$ cat config.mk
export PLATFORM = sky130hd
export DESIGN_NAME = sccb_apb_top
export DESIGN_NICKNAME = d
export VERILOG_FILES = /design/src/sccb_pkg.sv /design/src/sccb_clk_gen.sv /design/src/sccb_master.sv /design/src/sccb_arbiter.sv /design/src/sccb_boot_seq.sv /design/src/sccb_apb_regs.sv /design/src/sccb_apb_top.sv
export SDC_FILE = /design/constraint.sdc
export NUM_CORES = 1
export LEC_CHECK = 0
export ABC_AREA = 1
export BUFFER_PORTS_ARGS = -buffer_cell sky130_fd_sc_hd__buf_2
export CAP_MARGIN = 20
export CORE_MARGIN = 2
export CORE_UTILIZATION = 30
export CTS_BUF_LIST = sky130_fd_sc_hd__clkbuf_2 sky130_fd_sc_hd__clkbuf_4 sky130_fd_sc_hd__clkbuf_8
export CTS_CLUSTER_DIAMETER = 200
export DETAILED_ROUTE_END_ITERATION = 10
export GPL_TIMING_DRIVEN = 1
export MAX_ROUTING_LAYER = met4
export PLACE_DENSITY_LB_ADDON = 0.25
export SLEW_MARGIN = 25
export SYNTH_ARGS = -nofsm -noshare
export SYNTH_HDL_FRONTEND = slang
export SYNTH_SLANG_ARGS = --single-unit
$ cat constraint.sdc
create_clock -name PCLK -period 5.8 [get_ports PCLK]
set_clock_uncertainty 0.1 [all_clocks]
set_input_delay 1.16 -clock PCLK [delete_from_list [all_inputs] [get_ports PCLK]]
set_output_delay 1.16 -clock PCLK [all_outputs]
set_load 0.02 [all_outputs]
$ cat src/sccb_pkg.sv
// Shared types, APB register map and boot table for the SCCB controller
`default_nettype none

package sccb_pkg;

    typedef enum logic {
        OP_WRITE, // Three-phase write
        OP_READ   // Two-phase write then two-phase read
    } sccb_op_e;

    typedef enum logic [2:0] {
        IDLE,
        START,
        SHIFT,
        ACK,
        STOP,
        RESTART_GAP
    } sccb_state_e;

    // APB byte offsets
    localparam logic [7:0] REG_ID     = 8'h00;
    localparam logic [7:0] REG_SUB    = 8'h04;
    localparam logic [7:0] REG_WDATA  = 8'h08;
    localparam logic [7:0] REG_RDATA  = 8'h0C;
    localparam logic [7:0] REG_STATUS = 8'h10;
    localparam logic [7:0] REG_CTRL   = 8'h14;

    localparam logic [7:0] CAM_ID = 8'h42; // Write address, bit 0 set for reads

    localparam int BOOT_LEN = 4;
    localparam logic [7:0] BOOT_SUB  [BOOT_LEN] = '{8'h12, 8'h11, 8'h0C, 8'h3E};
    localparam logic [7:0] BOOT_DATA [BOOT_LEN] = '{8'h80, 8'h01, 8'h04, 8'h19};

    // STATUS bit positions
    localparam int STAT_DONE   = 0;
    localparam int STAT_NACK   = 1;
    localparam int STAT_BUSY   = 2;
    localparam int STAT_BOOTED = 3;

endpackage

`default_nettype wire

$ cat src/sccb_clk_gen.sv
// Quarter-bit tick generator that paces SIO_C while the bit engine runs
`timescale 1ns/1ps
`default_nettype none

module sccb_clk_gen #(
    parameter int CLK_DIV = 125 // PCLK cycles per quarter bit
) (
    input  wire  PCLK,
    input  wire  PRESETN,
    input  wire  run,
    output logic tick
);

    localparam int CW = (CLK_DIV > 1) ? $clog2(CLK_DIV) : 1;

    logic [CW-1:0] cnt;

    // Counter held at zero while idle so the first tick lands CLK_DIV cycles after run
    always_ff @(posedge PCLK or negedge PRESETN) begin
        if (!PRESETN) begin
            cnt  <= '0;
            tick <= 1'b0;
        end else if (!run) begin
            cnt  <= '0;
            tick <= 1'b0;
        end else begin
            tick <= (cnt == CW'(CLK_DIV - 1)); // One-cycle pulse on wrap
            if (cnt == CW'(CLK_DIV - 1))
                cnt <= '0;
            else
                cnt <= cnt + CW'(1);
        end
    end

endmodule

`default_nettype wire

$ cat src/sccb_master.sv
// SCCB bit engine for write and write-then-read transactions with ACK sampling
`timescale 1ns/1ps
`default_nettype none

module sccb_master (
    input  wire                     PCLK,
    input  wire                     PRESETN,
    input  wire                     start,
    input  wire                     tick,
    input  wire sccb_pkg::sccb_op_e op,
    input  wire  [7:0]              id,
    input  wire  [7:0]              sub,
    input  wire  [7:0]              wdata,
    input  wire                     sio_d_in,
    output logic                    sio_d_oe,
    output logic                    sio_c,
    output logic                    busy,
    output logic                    done,
    output logic                    nack,
    output logic [7:0]              rdata
);
    import sccb_pkg::*;

    sccb_state_e state;
    sccb_op_e    op_r;
    logic [7:0]  id_r, sub_r, wdata_r;
    logic [7:0]  shreg;
    logic [1:0]  qtr;      // Quarter-bit phase
    logic [2:0]  bit_cnt;
    logic [1:0]  ph;       // Byte phase within a pass
    logic        second;   // Pass after the restart
    logic        sda;      // Level wanted on SIO_D
    logic        rd_phase; // Slave drives the data byte
    logic        last_ph;

    assign busy     = (state != IDLE);
    assign sio_d_oe = ~sda; // Open drain, only pulls low
    assign rd_phase = second && (ph == 2'd1);
    assign last_ph  = (op_r == OP_WRITE) ? (ph == 2'd2) : (ph == 2'd1);

    // Transaction fields captured at start
    always_ff @(posedge PCLK) begin
        if (start && state == IDLE) begin
            id_r    <= id;
            sub_r   <= sub;
            wdata_r <= wdata;
        end
    end

    always_ff @(posedge PCLK or negedge PRESETN) begin
        if (!PRESETN) begin
            state   <= IDLE;
            op_r    <= OP_WRITE;
            shreg   <= 8'hFF;
            qtr     <= 2'd0;
            bit_cnt <= 3'd0;
            ph      <= 2'd0;
            second  <= 1'b0;
            sda     <= 1'b1; // Line released
            sio_c   <= 1'b1;
            done    <= 1'b0;
            nack    <= 1'b0;
            rdata   <= 8'h00;
        end else begin
            done <= 1'b0;
            if (state == IDLE) begin
                if (start) begin
                    op_r   <= op;
                    qtr    <= 2'd0;
                    ph     <= 2'd0;
                    second <= 1'b0;
                    nack   <= 1'b0;
                    state  <= START;
                end
            end else if (tick) begin
                qtr <= qtr + 2'd1;
                case (state)
                    START: begin
                        if (qtr == 2'd0) sda <= 1'b1;
                        if (qtr == 2'd2) sda <= 1'b0; // SDA falls with SIO_C high
                        if (qtr == 2'd3) begin
                            sio_c   <= 1'b0;
                            shreg   <= second ? (id_r | 8'h01) : id_r; // Read ID on restart
                            bit_cnt <= 3'd0;
                            state   <= SHIFT;
                        end
                    end
                    SHIFT: begin
                        if (qtr == 2'd0) sda <= rd_phase ? 1'b1 : shreg[7]; // MSB first
                        if (qtr == 2'd1) sio_c <= 1'b1;
                        if (qtr == 2'd2) shreg <= {shreg[6:0], sio_d_in};
                        if (qtr == 2'd3) begin
                            sio_c   <= 1'b0;
                            bit_cnt <= bit_cnt + 3'd1;
                            if (bit_cnt == 3'd7) state <= ACK;
                        end
                    end
                    ACK: begin
                        if (qtr == 2'd0) sda <= 1'b1;   // Slave ACK slot, or NA after read
                        if (qtr == 2'd1) sio_c <= 1'b1;
                        if (qtr == 2'd2 && !rd_phase) nack <= nack | sio_d_in;
                        if (qtr == 2'd3) begin
                            sio_c <= 1'b0;
                            if (rd_phase) rdata <= shreg;
                            if (last_ph) begin
                                state <= STOP;
                            end else begin
                                ph    <= ph + 2'd1;
                                // Contents ignored when the slave drives the byte
                                shreg <= (ph == 2'd0) ? sub_r : wdata_r;
                                state <= SHIFT;
                            end
                        end
                    end
                    STOP: begin
                        if (qtr == 2'd0) sda <= 1'b0;
                        if (qtr == 2'd1) sio_c <= 1'b1;
                        if (qtr == 2'd2) sda <= 1'b1; // SDA rises with SIO_C high
                        if (qtr == 2'd3) begin
                            if (op_r == OP_READ && !second) begin
                                second <= 1'b1;
                                ph     <= 2'd0;
                                state  <= RESTART_GAP;
                            end else begin
                                done  <= 1'b1;
                                state <= IDLE;
                            end
                        end
                    end
                    RESTART_GAP: begin
                        if (qtr == 2'd3) state <= START; // One idle bit time
                    end
                    default: state <= IDLE;
                endcase
            end
        end
    end

endmodule

`default_nettype wire

$ cat src/sccb_arbiter.sv
// Fixed-priority arbiter granting the bit engine to the boot sequencer or APB block
`timescale 1ns/1ps
`default_nettype none

module sccb_arbiter (
    input  wire                     PCLK,
    input  wire                     PRESETN,
    input  wire                     boot_req,
    input  wire sccb_pkg::sccb_op_e boot_op,
    input  wire  [7:0]              boot_id,
    input  wire  [7:0]              boot_sub,
    input  wire  [7:0]              boot_wdata,
    input  wire                     apb_req,
    input  wire sccb_pkg::sccb_op_e apb_op,
    input  wire  [7:0]              apb_id,
    input  wire  [7:0]              apb_sub,
    input  wire  [7:0]              apb_wdata,
    input  wire                     busy,
    input  wire                     done,
    output logic                    boot_gnt,
    output logic                    apb_gnt,
    output logic                    boot_done,
    output logic                    apb_done,
    output logic                    start,
    output sccb_pkg::sccb_op_e      op,
    output logic [7:0]              id,
    output logic [7:0]              sub,
    output logic [7:0]              wdata
);

    logic issued; // Start already sent for current grant

    always_ff @(posedge PCLK or negedge PRESETN) begin
        if (!PRESETN) begin
            boot_gnt <= 1'b0;
            apb_gnt  <= 1'b0;
            issued   <= 1'b0;
            start    <= 1'b0;
        end else begin
            start <= 1'b0;
            if (!boot_gnt && !apb_gnt) begin
                if (!busy) begin
                    if (boot_req)     boot_gnt <= 1'b1; // Boot first
                    else if (apb_req) apb_gnt  <= 1'b1;
                end
            end else if (!issued) begin
                start  <= 1'b1; // Cycle after grant
                issued <= 1'b1;
            end else if (done) begin
                boot_gnt <= 1'b0;
                apb_gnt  <= 1'b0;
                issued   <= 1'b0;
            end
        end
    end

    // Done only reaches the owner
    assign boot_done = done & boot_gnt;
    assign apb_done  = done & apb_gnt;

    assign op    = apb_gnt ? apb_op    : boot_op;
    assign id    = apb_gnt ? apb_id    : boot_id;
    assign sub   = apb_gnt ? apb_sub   : boot_sub;
    assign wdata = apb_gnt ? apb_wdata : boot_wdata;

endmodule

`default_nettype wire

$ cat src/sccb_boot_seq.sv
// Boot sequencer writing the fixed camera register table after reset
`timescale 1ns/1ps
`default_nettype none

module sccb_boot_seq (
    input  wire                PCLK,
    input  wire                PRESETN,
    input  wire                done,
    output logic               req,
    output sccb_pkg::sccb_op_e op,
    output logic [7:0]         id,
    output logic [7:0]         sub,
    output logic [7:0]         wdata,
    output logic               booted
);
    import sccb_pkg::*;

    localparam int IW = (BOOT_LEN > 1) ? $clog2(BOOT_LEN) : 1;

    logic [IW-1:0] idx; // Current table entry

    // Advance per completed write, NACK ignored so boot runs without a camera
    always_ff @(posedge PCLK or negedge PRESETN) begin
        if (!PRESETN) begin
            idx    <= '0;
            booted <= 1'b0;
        end else if (done && !booted) begin
            if (idx == IW'(BOOT_LEN - 1))
                booted <= 1'b1; // Idle until next reset
            else
                idx <= idx + IW'(1);
        end
    end

    assign req   = ~booted;
    assign op    = OP_WRITE;
    assign id    = CAM_ID;
    assign sub   = BOOT_SUB[idx];
    assign wdata = BOOT_DATA[idx];

endmodule

`default_nettype wire

$ cat src/sccb_apb_regs.sv
// APB slave holding SCCB command fields, read data and sticky status
`timescale 1ns/1ps
`default_nettype none

module sccb_apb_regs (
    input  wire                PCLK,
    input  wire                PRESETN,
    input  wire                psel,
    input  wire                penable,
    input  wire                pwrite,
    input  wire  [7:0]         paddr,
    input  wire  [7:0]         pwdata,
    output logic [7:0]         prdata,
    output logic               pslverr,
    input  wire                done,
    input  wire                nack,
    input  wire  [7:0]         rdata,
    input  wire                booted,
    output logic               req,
    output sccb_pkg::sccb_op_e op,
    output logic [7:0]         id,
    output logic [7:0]         sub,
    output logic [7:0]         wdata
);
    import sccb_pkg::*;

    logic [7:0] rdata_r;
    logic [7:0] status;
    logic       stat_done, stat_nack;
    logic       wr_en, mapped, ro_hit;

    assign wr_en  = psel & penable & pwrite; // Zero-wait access phase
    assign mapped = paddr inside {REG_ID, REG_SUB, REG_WDATA, REG_RDATA, REG_STATUS, REG_CTRL};
    assign ro_hit = (paddr == REG_RDATA) || (paddr == REG_STATUS);
    assign pslverr = psel & penable & (~mapped | (pwrite & ro_hit));

    always_comb begin
        status              = 8'h00;
        status[STAT_DONE]   = stat_done;
        status[STAT_NACK]   = stat_nack;
        status[STAT_BUSY]   = req; // Busy until our own done
        status[STAT_BOOTED] = booted;
    end

    always_ff @(posedge PCLK or negedge PRESETN) begin
        if (!PRESETN) begin
            id        <= 8'h00;
            sub       <= 8'h00;
            wdata     <= 8'h00;
            rdata_r   <= 8'h00;
            req       <= 1'b0;
            op        <= OP_WRITE;
            stat_done <= 1'b0;
            stat_nack <= 1'b0;
        end else begin
            if (wr_en) begin
                case (paddr)
                    REG_ID:    id    <= pwdata;
                    REG_SUB:   sub   <= pwdata;
                    REG_WDATA: wdata <= pwdata;
                    REG_CTRL: begin
                        if (!req && (pwdata[1] || pwdata[0])) begin // Dropped while busy
                            req       <= 1'b1;
                            op        <= pwdata[1] ? OP_READ : OP_WRITE; // Read wins
                            stat_done <= 1'b0;
                            stat_nack <= 1'b0;
                        end
                    end
                    default: ;
                endcase
            end
            if (done) begin
                req       <= 1'b0;
                stat_done <= 1'b1; // Sticky until next command
                stat_nack <= nack;
                rdata_r   <= rdata;
            end
        end
    end

    always_comb begin
        case (paddr)
            REG_ID:     prdata = id;
            REG_SUB:    prdata = sub;
            REG_WDATA:  prdata = wdata;
            REG_RDATA:  prdata = rdata_r;
            REG_STATUS: prdata = status;
            REG_CTRL:   prdata = 8'h00; // Write-only strobe
            default:    prdata = 8'hFF;
        endcase
    end

endmodule

`default_nettype wire

$ cat src/sccb_apb_top.sv
// Camera configuration controller with APB slave, boot sequencer and SCCB master
`timescale 1ns/1ps
`default_nettype none

module sccb_apb_top #(
    parameter int CLK_DIV = 125
) (
    input  wire        PCLK,
    input  wire        PRESETN,
    input  wire        psel,
    input  wire        penable,
    input  wire        pwrite,
    input  wire  [7:0] paddr,
    input  wire  [7:0] pwdata,
    output logic [7:0] prdata,
    output logic       pslverr,
    input  wire        sio_d_in,
    output logic       sio_d_oe,
    output logic       sio_c
);
    import sccb_pkg::*;

    logic       tick, busy, m_done, m_nack, start, booted;
    logic [7:0] m_rdata;
    sccb_op_e   op, boot_op, apb_op;
    logic [7:0] id, sub, wdata;
    logic       boot_req, boot_done, apb_req, apb_done;
    logic [7:0] boot_id, boot_sub, boot_wdata;
    logic [7:0] apb_id, apb_sub, apb_wdata;

    sccb_clk_gen #(.CLK_DIV(CLK_DIV)) u_clk_gen (
        .PCLK(PCLK), .PRESETN(PRESETN), .run(busy), .tick(tick)
    );

    sccb_master u_master (
        .PCLK(PCLK), .PRESETN(PRESETN), .start(start), .tick(tick),
        .op(op), .id(id), .sub(sub), .wdata(wdata),
        .sio_d_in(sio_d_in), .sio_d_oe(sio_d_oe), .sio_c(sio_c),
        .busy(busy), .done(m_done), .nack(m_nack), .rdata(m_rdata)
    );

    // Grants stay internal to the arbiter
    sccb_arbiter u_arbiter (
        .PCLK(PCLK), .PRESETN(PRESETN),
        .boot_req(boot_req), .boot_op(boot_op), .boot_id(boot_id),
        .boot_sub(boot_sub), .boot_wdata(boot_wdata),
        .apb_req(apb_req), .apb_op(apb_op), .apb_id(apb_id),
        .apb_sub(apb_sub), .apb_wdata(apb_wdata),
        .busy(busy), .done(m_done), .boot_gnt(), .apb_gnt(),
        .boot_done(boot_done), .apb_done(apb_done),
        .start(start), .op(op), .id(id), .sub(sub), .wdata(wdata)
    );

    sccb_boot_seq u_boot_seq (
        .PCLK(PCLK), .PRESETN(PRESETN), .done(boot_done),
        .req(boot_req), .op(boot_op), .id(boot_id), .sub(boot_sub),
        .wdata(boot_wdata), .booted(booted)
    );

    sccb_apb_regs u_apb_regs (
        .PCLK(PCLK), .PRESETN(PRESETN), .psel(psel), .penable(penable),
        .pwrite(pwrite), .paddr(paddr), .pwdata(pwdata), .prdata(prdata),
        .pslverr(pslverr), .done(apb_done), .nack(m_nack), .rdata(m_rdata),
        .booted(booted), .req(apb_req), .op(apb_op), .id(apb_id),
        .sub(apb_sub), .wdata(apb_wdata)
    );

endmodule

`default_nettype wire

# --- Yosys cells after proc, flatten, opt, wreduce, memory -nomap -nowiden ---
# Cells that the tools add are included.
word_totals:
  out_inout_bits: 11
  mem_count: 0
  ram_bits: 0
  wordCells: 241
  latchBits: 0
  regBits: 107
  inputBits: 22
  rom_bits: 0
op_classes:
  n_bitwise: 13
  shifts: 0
  reduce_logical: 58
  n_eq_ne: 38
  magnitude_cmp: 1
  div_mod_pow: 0
  addsub: 5
  n_mul: 0
  n_mux: 95
ops:
  columns: ["cell", "count"]
  rows:
  - ["$mux W8", 11]
  - ["$mux W1", 51]
  - ["$pmux W8 S6", 1]
  - ["$mux W3", 13]
  - ["$bmux W8 S2", 2]
  - ["$reduce_and A5 Y1", 5]
  - ["$ne A3 B1 Y1 const B", 8]
  - ["$pmux W8 S3", 1]
  - ["$reduce_bool A2 Y1", 12]
  - ["$mux W2", 9]
  - ["$eq A8 B4 Y1 const B", 2]
  - ["$eq A8 B5 Y1 const B", 2]
  - ["$ne A2 B1 Y1 const B", 8]
  - ["$pmux W3 S5", 1]
  - ["$mux W7", 2]
  - ["$reduce_and A2 Y1", 7]
  - ["$reduce_and A7 Y1", 2]
  - ["$reduce_and A4 Y1", 3]
  - ["$reduce_bool A3 Y1", 4]
  - ["$eq A3 B3 Y1 const B", 3]
  - ["$eq A2 B2 Y1 const B", 4]
  - ["$eq A8 B3 Y1 const B", 1]
  - ["$logic_not A8 Y1", 1]
  - ["$reduce_and A8 Y1", 1]
  - ["27 further kinds", 56]

# --- Logic depth before layout (Yosys ltp) ---
# Gate-level depths: netlist of run 1.
logic_depth:
  depth_word: 8
  mapped_depth: 10
  ltp_nobuf: 10

# --- Hierarchy ---
# Synthesis of run 1 repeated with hierarchy kept, for this count alone.
hier_totals:
  hier_cells: 785
  area_unflattened_um2: 6267.3
by_module_without_submodules:
  columns: ["mod", "area_per_inst_um2", "seq_area_each_um2", "cells_per_inst", "n_inst"]
  rows:
  - ["sccb_master", 2992.9, 1534.0, 343, 1]
  - ["sccb_apb_regs", 2015.7, 900.9, 248, 1]
  - ["sccb_arbiter", 506.7, 100.1, 104, 1]
  - ["sccb_clk_gen", 412.9, 200.2, 47, 1]
  - ["sccb_boot_seq", 339.1, 75.1, 43, 1]

# --- Worst setup path after synthesis of run 1 ---
# Ideal clock, no wire load.
synth_timing:
  path_type: "input -> output"
  startpoint: "input port paddr[5]"
  endpoint: "output port prdata[0]"
  path_slack_ps: 2433
  t_required_ps: 4540
  path_buffers: 1
  cell_stages: 9
  arrival_ps: 2107
  path_cell_list: "inv_1 > nand2_1 > nor2_1 > buf_2 > nand2_1 > nand2_1 > nor2_1 > nand2_1 > nand2_1"
synth_between:
  elab_chain_len: 2
  elab_cells_between_ends: 7
  cone_classes: "eq/ne (5); mux (1); reduce/logical (1)"
synth_lines:
  columns: ["item", "line", "rtl"]
  rows:
  - ["start: declaration", "sccb_apb_top.sv:13", "input wire [7:0] paddr,"]
  - ["$eq A8 B5 Y1 (tied with other cells)", "sccb_apb_regs.sv:82", "case (paddr)"]
  - ["$pmux W8 S6 *", "sccb_apb_regs.sv:82", null]
  - ["end: declaration", "sccb_apb_top.sv:15", "output logic [7:0] prdata,"]
# Mark *: on every way between the ends. The rest lies on a longest branch, timed or not.

# --- Worst setup path in the final report of run 1 ---
layout_timing:
  startpoint: "input port paddr[6]"
  endpoint: "output port prdata[7]"
# Same word-level chain as after synthesis.

==> flow_summary_export.csv, run 1 <==
group,metric,value,unit
global_routing,globalRouteOverflowTotal,0,
yosys,synth_edf_count,24,
run_status,status,"finished clean",
setup_path,crit_path_end_kind,"primary output",
power_and_ir_drop,p_leak,3.013,nW
routing,vias,4311,
power_and_ir_drop,finalPower,0.001283,W
routing,top_layer,"met4",
placed_design,pre_cts_slack,1836,ps
routing,ant_nets,0,
sta,hold_violations,0,
yosys,synth_largest_area_cell,"dfrtp_1",
min_path,min_path_cells,2,
routing,firstDrtPassIters,4,
clock_network,cts_tree,"done",
yosys,synth.distinct_cells,37,
finish,diodes,0,
sta,setup_ws,1822,ps
clock_network,clock-sinks,107,
sta,final.setup.tns,0,ps
setup_path,worst-setup-path-type,"in2out",
routing,dr_wl_met3,512,um
min_path,min-delay-path-class,"reg2reg",
setup_path,crit_path_frequent_cell,"nand2_1",
finish,drive_gt1_frac,0.1187,
setup_path,worstPathRequired,4540,ps
floorplanning,coreArea,17960,um2
yosys,synth_top_area_frac,0.3332,
finish,finalNetCount,749,
global_routing,antenna_found_initial,0,
yosys,yosysWarnings,0,
clock_network,cts.clk_slew.worst_paths,110,ps
setup_path,max_stage_delay,560,ps
yosys,seq_area_frac_synth,0.5126,
global_routing,track_usage,0.1488,
sta,rsz0062_at_grt,"no",
yosys,yosys-top-cells-count,"239 x nand2_1, 82 x inv_1, 73 x dfrtp_1",
placed_design,globalplace.congestion,0.8800,
finish,syn_to_final_growth,10.73,%
global_routing,grt_pass1_vias,4155,
yosys,avgSynthCellArea,8.051,um2
sta,drv_slew,0,
yosys,synth_nets,719,
run,maxCapViolCount,0,
routing,wl_met2,6.000,mm
placed_design,hpwl,9.916,mm
finish,fill_cells,1938,
sta,period_needed,3978,ps
setup_path,reg2reg_depth,5,
routing,postRouteWirelength,13.31,mm
clock_network,cts_buffer_depth,2,
setup_path,cp_slowest_cell,"nor2_1",
clock_network,cts_root_buf,"clkbuf_8",
yosys,synth_most_common_cell,"nand2_1",
floorplanning,io_pins,33,
yosys,synth_area,5483,um2
floorplanning,floorplan.rows,49,
global_routing,grt_max_degree,47,
clock_network,htreeDepth,3,
finish,post-route-util,0.3380,
placed_design,port_buffers,32,
routing,wl_met1,6.518,mm
floorplanning,dieHeight,139.2,um
floorplanning,dieArea,19370,um2
floorplanning,die_x,139.2,um
setup_path,cp-start-kind,"input port",
yosys,synth_area_leaders,"dfrtp_1 33%, nand2_1 16%, edfxtp_1 13%",
yosys,async_flop_share,0.7757,
setup_path,path_max_fanout,12,
floorplanning,initial_core_util,0.3052,
setup_path,cp.arrival,2720,ps
routing,first_iter_violations,263,
clock_network,holdBufCountCts,0,
routing,route.detailed.drc,0,
sta,fmax,251.4,MHz
routing,routedWlPerCell,14.08,um
clock_network,clock_latency,400,ps
yosys,ys_seq_elements,107,
clock_network,postCtsSetupBuffers,0,
power_and_ir_drop,ir_drop,0.1109,mV
sta,maxSlewHeadroom,0.4772,
yosys,syn_inst,681,
clock_network,cts_resized,0,
sta,post-route-period-util,0.6859,
yosys,ys.flop_type,"dfrtp_1",
clock_network,cts_made_buffers,9,
routing,avgViaCountPerCell,4.562,
global_routing,grt_first_pass_wirelength,21.98,mm
setup_path,crit_chain,"buf_2 -> inv_1 -> nand2_1 -> nor2_1 -> nand2_1 -> nand2_1 -> nor2_1 -> nand2_1 -> nand2_1 -> buf_2",
power_and_ir_drop,power_per_cell_area,211.4,nW/um2
sta,worstMarginPinSlew,779.9,ps
sta,setup-violations-final,0,
-- registers in the layout, summed over array words and instances (netlist names), 3 cells and up --
register	cells
u_apb_regs.id	8
u_apb_regs.rdata_r	8
u_apb_regs.sub	8
u_apb_regs.wdata	8
u_clk_gen.cnt	7
u_master.bit_cnt	3
u_master.id_r	8
u_master.rdata	8
u_master.shreg	8
u_master.state	3
u_master.sub_r	8
u_master.wdata_r	8
-- metrics by stage --
stage | instances | hold WS, ps | instance area [um2]
detailed placement | 929 | 360.2 | 5868
finish | 945 | 372.5 | 6071
floorplan | 681 | 322.0 | 5483
global placement | 929 | 361.8 | 5868
CTS | 945 | 378.5 | 6071
global route | 945 | 401.0 | 6071
-- path summary, 6_finish.rpt --
check / from / to / slack, ps
min: u_master.sda / u_master.sda / 370
min reg2reg: u_master.sda / u_master.sda / 370
max in group asynchronous: PRESETN / u_master.shreg[0] / 3950
max reg2reg: u_master.state[1] / u_master.op_r / 3710
max: paddr[6] / prdata[7] / 1820
min in group asynchronous: PRESETN / u_master.bit_cnt[2] / 680
-- metal layers --
| layer | vias up | track usage |
|---|---|---|
| met5 | - | - |
| met4 | 0 | 0.04997 |
| met3 | 16 | 0.02624 |
| met2 | 89 | 0.2222 |
| met1 | 1987 | 0.2051 |
| li1 | 2219 | - |
-- area by class of cell --
class / count / area (um2) / share of cell area
Sequential cell: 107 / 2810 / 0.4629
Inverter: 86 / 326.6 / 0.05379
Clock inverter: 7 / 78.83 / 0.01298
Multi-Input combinational cell: 474 / 2275 / 0.3747
Clock buffer: 9 / 123.9 / 0.02040
Tap cell: 229 / 286.5 / 0.04720
Timing Repair Buffer: 33 / 170.2 / 0.02803
-- report_power, final --
part	internal (W)	total (W)	switching (W)	leakage, nW
registers	0.000769	0.000773	0.00000365	1.23
logic	0.0000108	0.0000375	0.0000267	1.67
clock network	0.000172	0.000473	0.000301	0.104
total	0.000952	0.00128	0.000331	3.01
-- worst max-delay path, delay by kind of cell --
kind	cells	cell delay, ps
and+or+nand+nor	7	1250
buffers and inverters	3	310
-- cells in the final DEF, fill, tap and decap left out, types with 3 or more instances in the layout --
master	instances
nand2_1	239
inv_1	81
dfrtp_1	73
nand3_1	63
o21ai_0	61
nor2_1	39
buf_2	31
edfxtp_1	24
ha_1	16
a21oi_1	10
dfstp_2	10
clkbuf_8	9
o21ai_1	6
xor2_1	5
nand2_2	5
nand4_1	4
nor2_2	3
nand2_4	3
nor3_1	3
o21ai_2	3
or2_2	3
-- logic make-up after synthesis --
group / after synthesis / synth area share
xor+xnor: 6 / 0.009585
simple gates: 367 / 0.2848
fa+ha+maj: 16 / 0.03651
compound gates: 85 / 0.08398
buf+inv: 100 / 0.07257
flops: 107 / 0.5126
Power figures use the tool's default switching activity.
==> run 2: changes to the inputs <==
clock period = 3.3 ns   (was 5.8 ns; I/O delays follow)
==> flow_summary_export.csv, run 2 (synthesis results as in run 1) <==
group,metric,value,unit
finish,stdcell_count,949,
setup_path,r2r-start,"u_master.state[1]",
setup_path,crit_path_end_kind,"primary output",
setup_path,cp-start-kind,"input port",
sta,worstMarginPinSlew,812.5,ps
setup_path,worstPathRequired,2540,ps
routing,firstDrtPassIters,4,
clock_network,holdBufCountCts,0,
setup_path,path_max_fanout,8,
setup_path,cp-startpoint,"paddr[5]",
clock_network,cts_resized,0,
sta,drv_slew,0,
floorplanning,coreArea,17960,um2
sta,hold_ws,163.3,ps
routing,route.detailed.drc,0,
setup_path,worst-setup-path-type,"in2out",
routing,postRouteWirelength,13.21,mm
global_routing,grt_first_pass_wirelength,22.08,mm
routing,vias,4284,
setup_path,rr_endpoint,"u_master.sub_r[0]",
placed_design,globalplace.congestion,0.8753,
sta,final.setup.tns,0,ps
placed_design,port_buffers,32,
global_routing,grt_max_degree,44,
finish,diodes,0,
routing,routedWlPerCell,13.92,um
clock_network,clock-sinks,107,
setup_path,cp.arrival,1960,ps
setup_path,r2r_slack,1200,ps
clock_network,cts_root_buf,"clkbuf_8",
sta,fmax,367.9,MHz
clock_network,cts.clk_slew.worst_paths,120,ps
setup_path,reg2reg_depth,4,
floorplanning,dieArea,19370,um2
placed_design,hpwl,9.925,mm
floorplanning,io_pins,33,
routing,first_iter_violations,230,
clock_network,cts_buffer_depth,2,
sta,period_needed,2718,ps
global_routing,globalRouteOverflowTotal,0,
setup_path,crit_path_end,"prdata[5]",
clock_network,clock_latency,400,ps
global_routing,antenna_found_initial,0,
finish,mostFrequentLayoutCell,"nand2_1",
run,maxCapViolCount,0,
finish,final_cell_mix,"239 x nand2_1, 82 x inv_1, 73 x dfrtp_1",
power_and_ir_drop,power_per_cell_area,381.2,nW/um2
routing,avgViaCountPerCell,4.514,
power_and_ir_drop,finalPower,0.002343,W
global_routing,track_usage,0.1490,
min_path,min-delay-path-class,"in2async",
floorplanning,dieHeight,139.2,um
power_and_ir_drop,p_leak,3.054,nW
finish,syn_to_final_growth,12.07,%
floorplanning,floorplan.rows,49,
sta,setup-violations-final,0,
power_and_ir_drop,ir_drop,0.1997,mV
sta,maxSlewHeadroom,0.4554,
finish,drive_gt1_frac,0.1222,
global_routing,grt_pass1_vias,4304,
run_status,status,"finished clean",
sta,rsz0062_at_grt,"no",
clock_network,postCtsSetupBuffers,0,
finish,fill_cells,1915,
clock_network,htreeDepth,3,
finish,regArea,2810,um2
clock_network,cts_tree,"done",
floorplanning,initial_core_util,0.3052,
finish,multi_input_area,2275,um2
sta,hold_violations,0,
routing,ant_nets,0,
placed_design,dp.cells,933,
sta,post-route-period-util,0.8236,
clock_network,cts_made_buffers,9,
finish,finalNetCount,753,
floorplanning,die_x,139.2,um
==> run 2: cell count changes in the layout (fill, tap and decap cells not counted), sizes merged <==
cell,before,now
clkinv,5,4
buf,33,37
bufinv,0,1
==> run 2: worst max-delay path, cell delays in order <==
cell and delay (ps):
buf_2 100, inv_1 70, nand2_1 50, nor2_1 360
o21ai_0 210, nand2_1 250, nand2_1 90, buf_2 160
==> run 2: metrics by stage <==
stage,area (um2),util,worst slack (ps)
2_1_floorplan,5483,-,932.9
3_3_place_gp,5911,0.3290,684.3
3_5_place_dp,5911,0.3290,627.9
4_1_cts,6145,0.3421,619.3
5_1_grt,6145,0.3421,407.2
6_report,6145,0.3421,582.0
==> run 2: worst min path at each step <==
stage | cells past startpoint | end | slack [ps] | startpoint
2_1_floorplan | 0 | u_apb_regs.id[0] | 260 | PRESETN
3_3_place_gp | 2 | u_master.sda | 360 | u_master.sda
3_5_place_dp | 2 | u_master.sda | 360 | u_master.sda
4_1_cts | 1 | u_boot_seq.idx[0] | 170 | PRESETN
5_1_grt | 1 | u_apb_regs.wdata[0] | 180 | PRESETN
6_report | 1 | u_apb_regs.wdata[6] | 160 | PRESETN
==> run 2: power breakdown <==
part	switching [W]	total (W)	internal, W
registers	0.00000619	0.00136	0.00135
clock network	0.000528	0.000915	0.000387
logic	0.0000476	0.0000693	0.0000218
total	0.000582	0.00234	0.00176
==> run 2: routing by layer <==
layer,share of wire,vias to the layer above,track usage
met3,0.032,16,0.02728
li1,-,2234,-
met4,0.021,0,0.04519
met2,0.46,75,0.2318
met5,0,-,-
met1,0.49,1959,0.1989
==> run 2: final cells by class <==
cell class,instances,area share
Clock inverter,7,0.01792
Inverter,86,0.05315
Sequential cell,107,0.4573
Timing Repair Buffer,37,0.03462
Tap cell,229,0.04663
Clock buffer,9,0.02016
Multi-Input combinational cell,474,0.3702
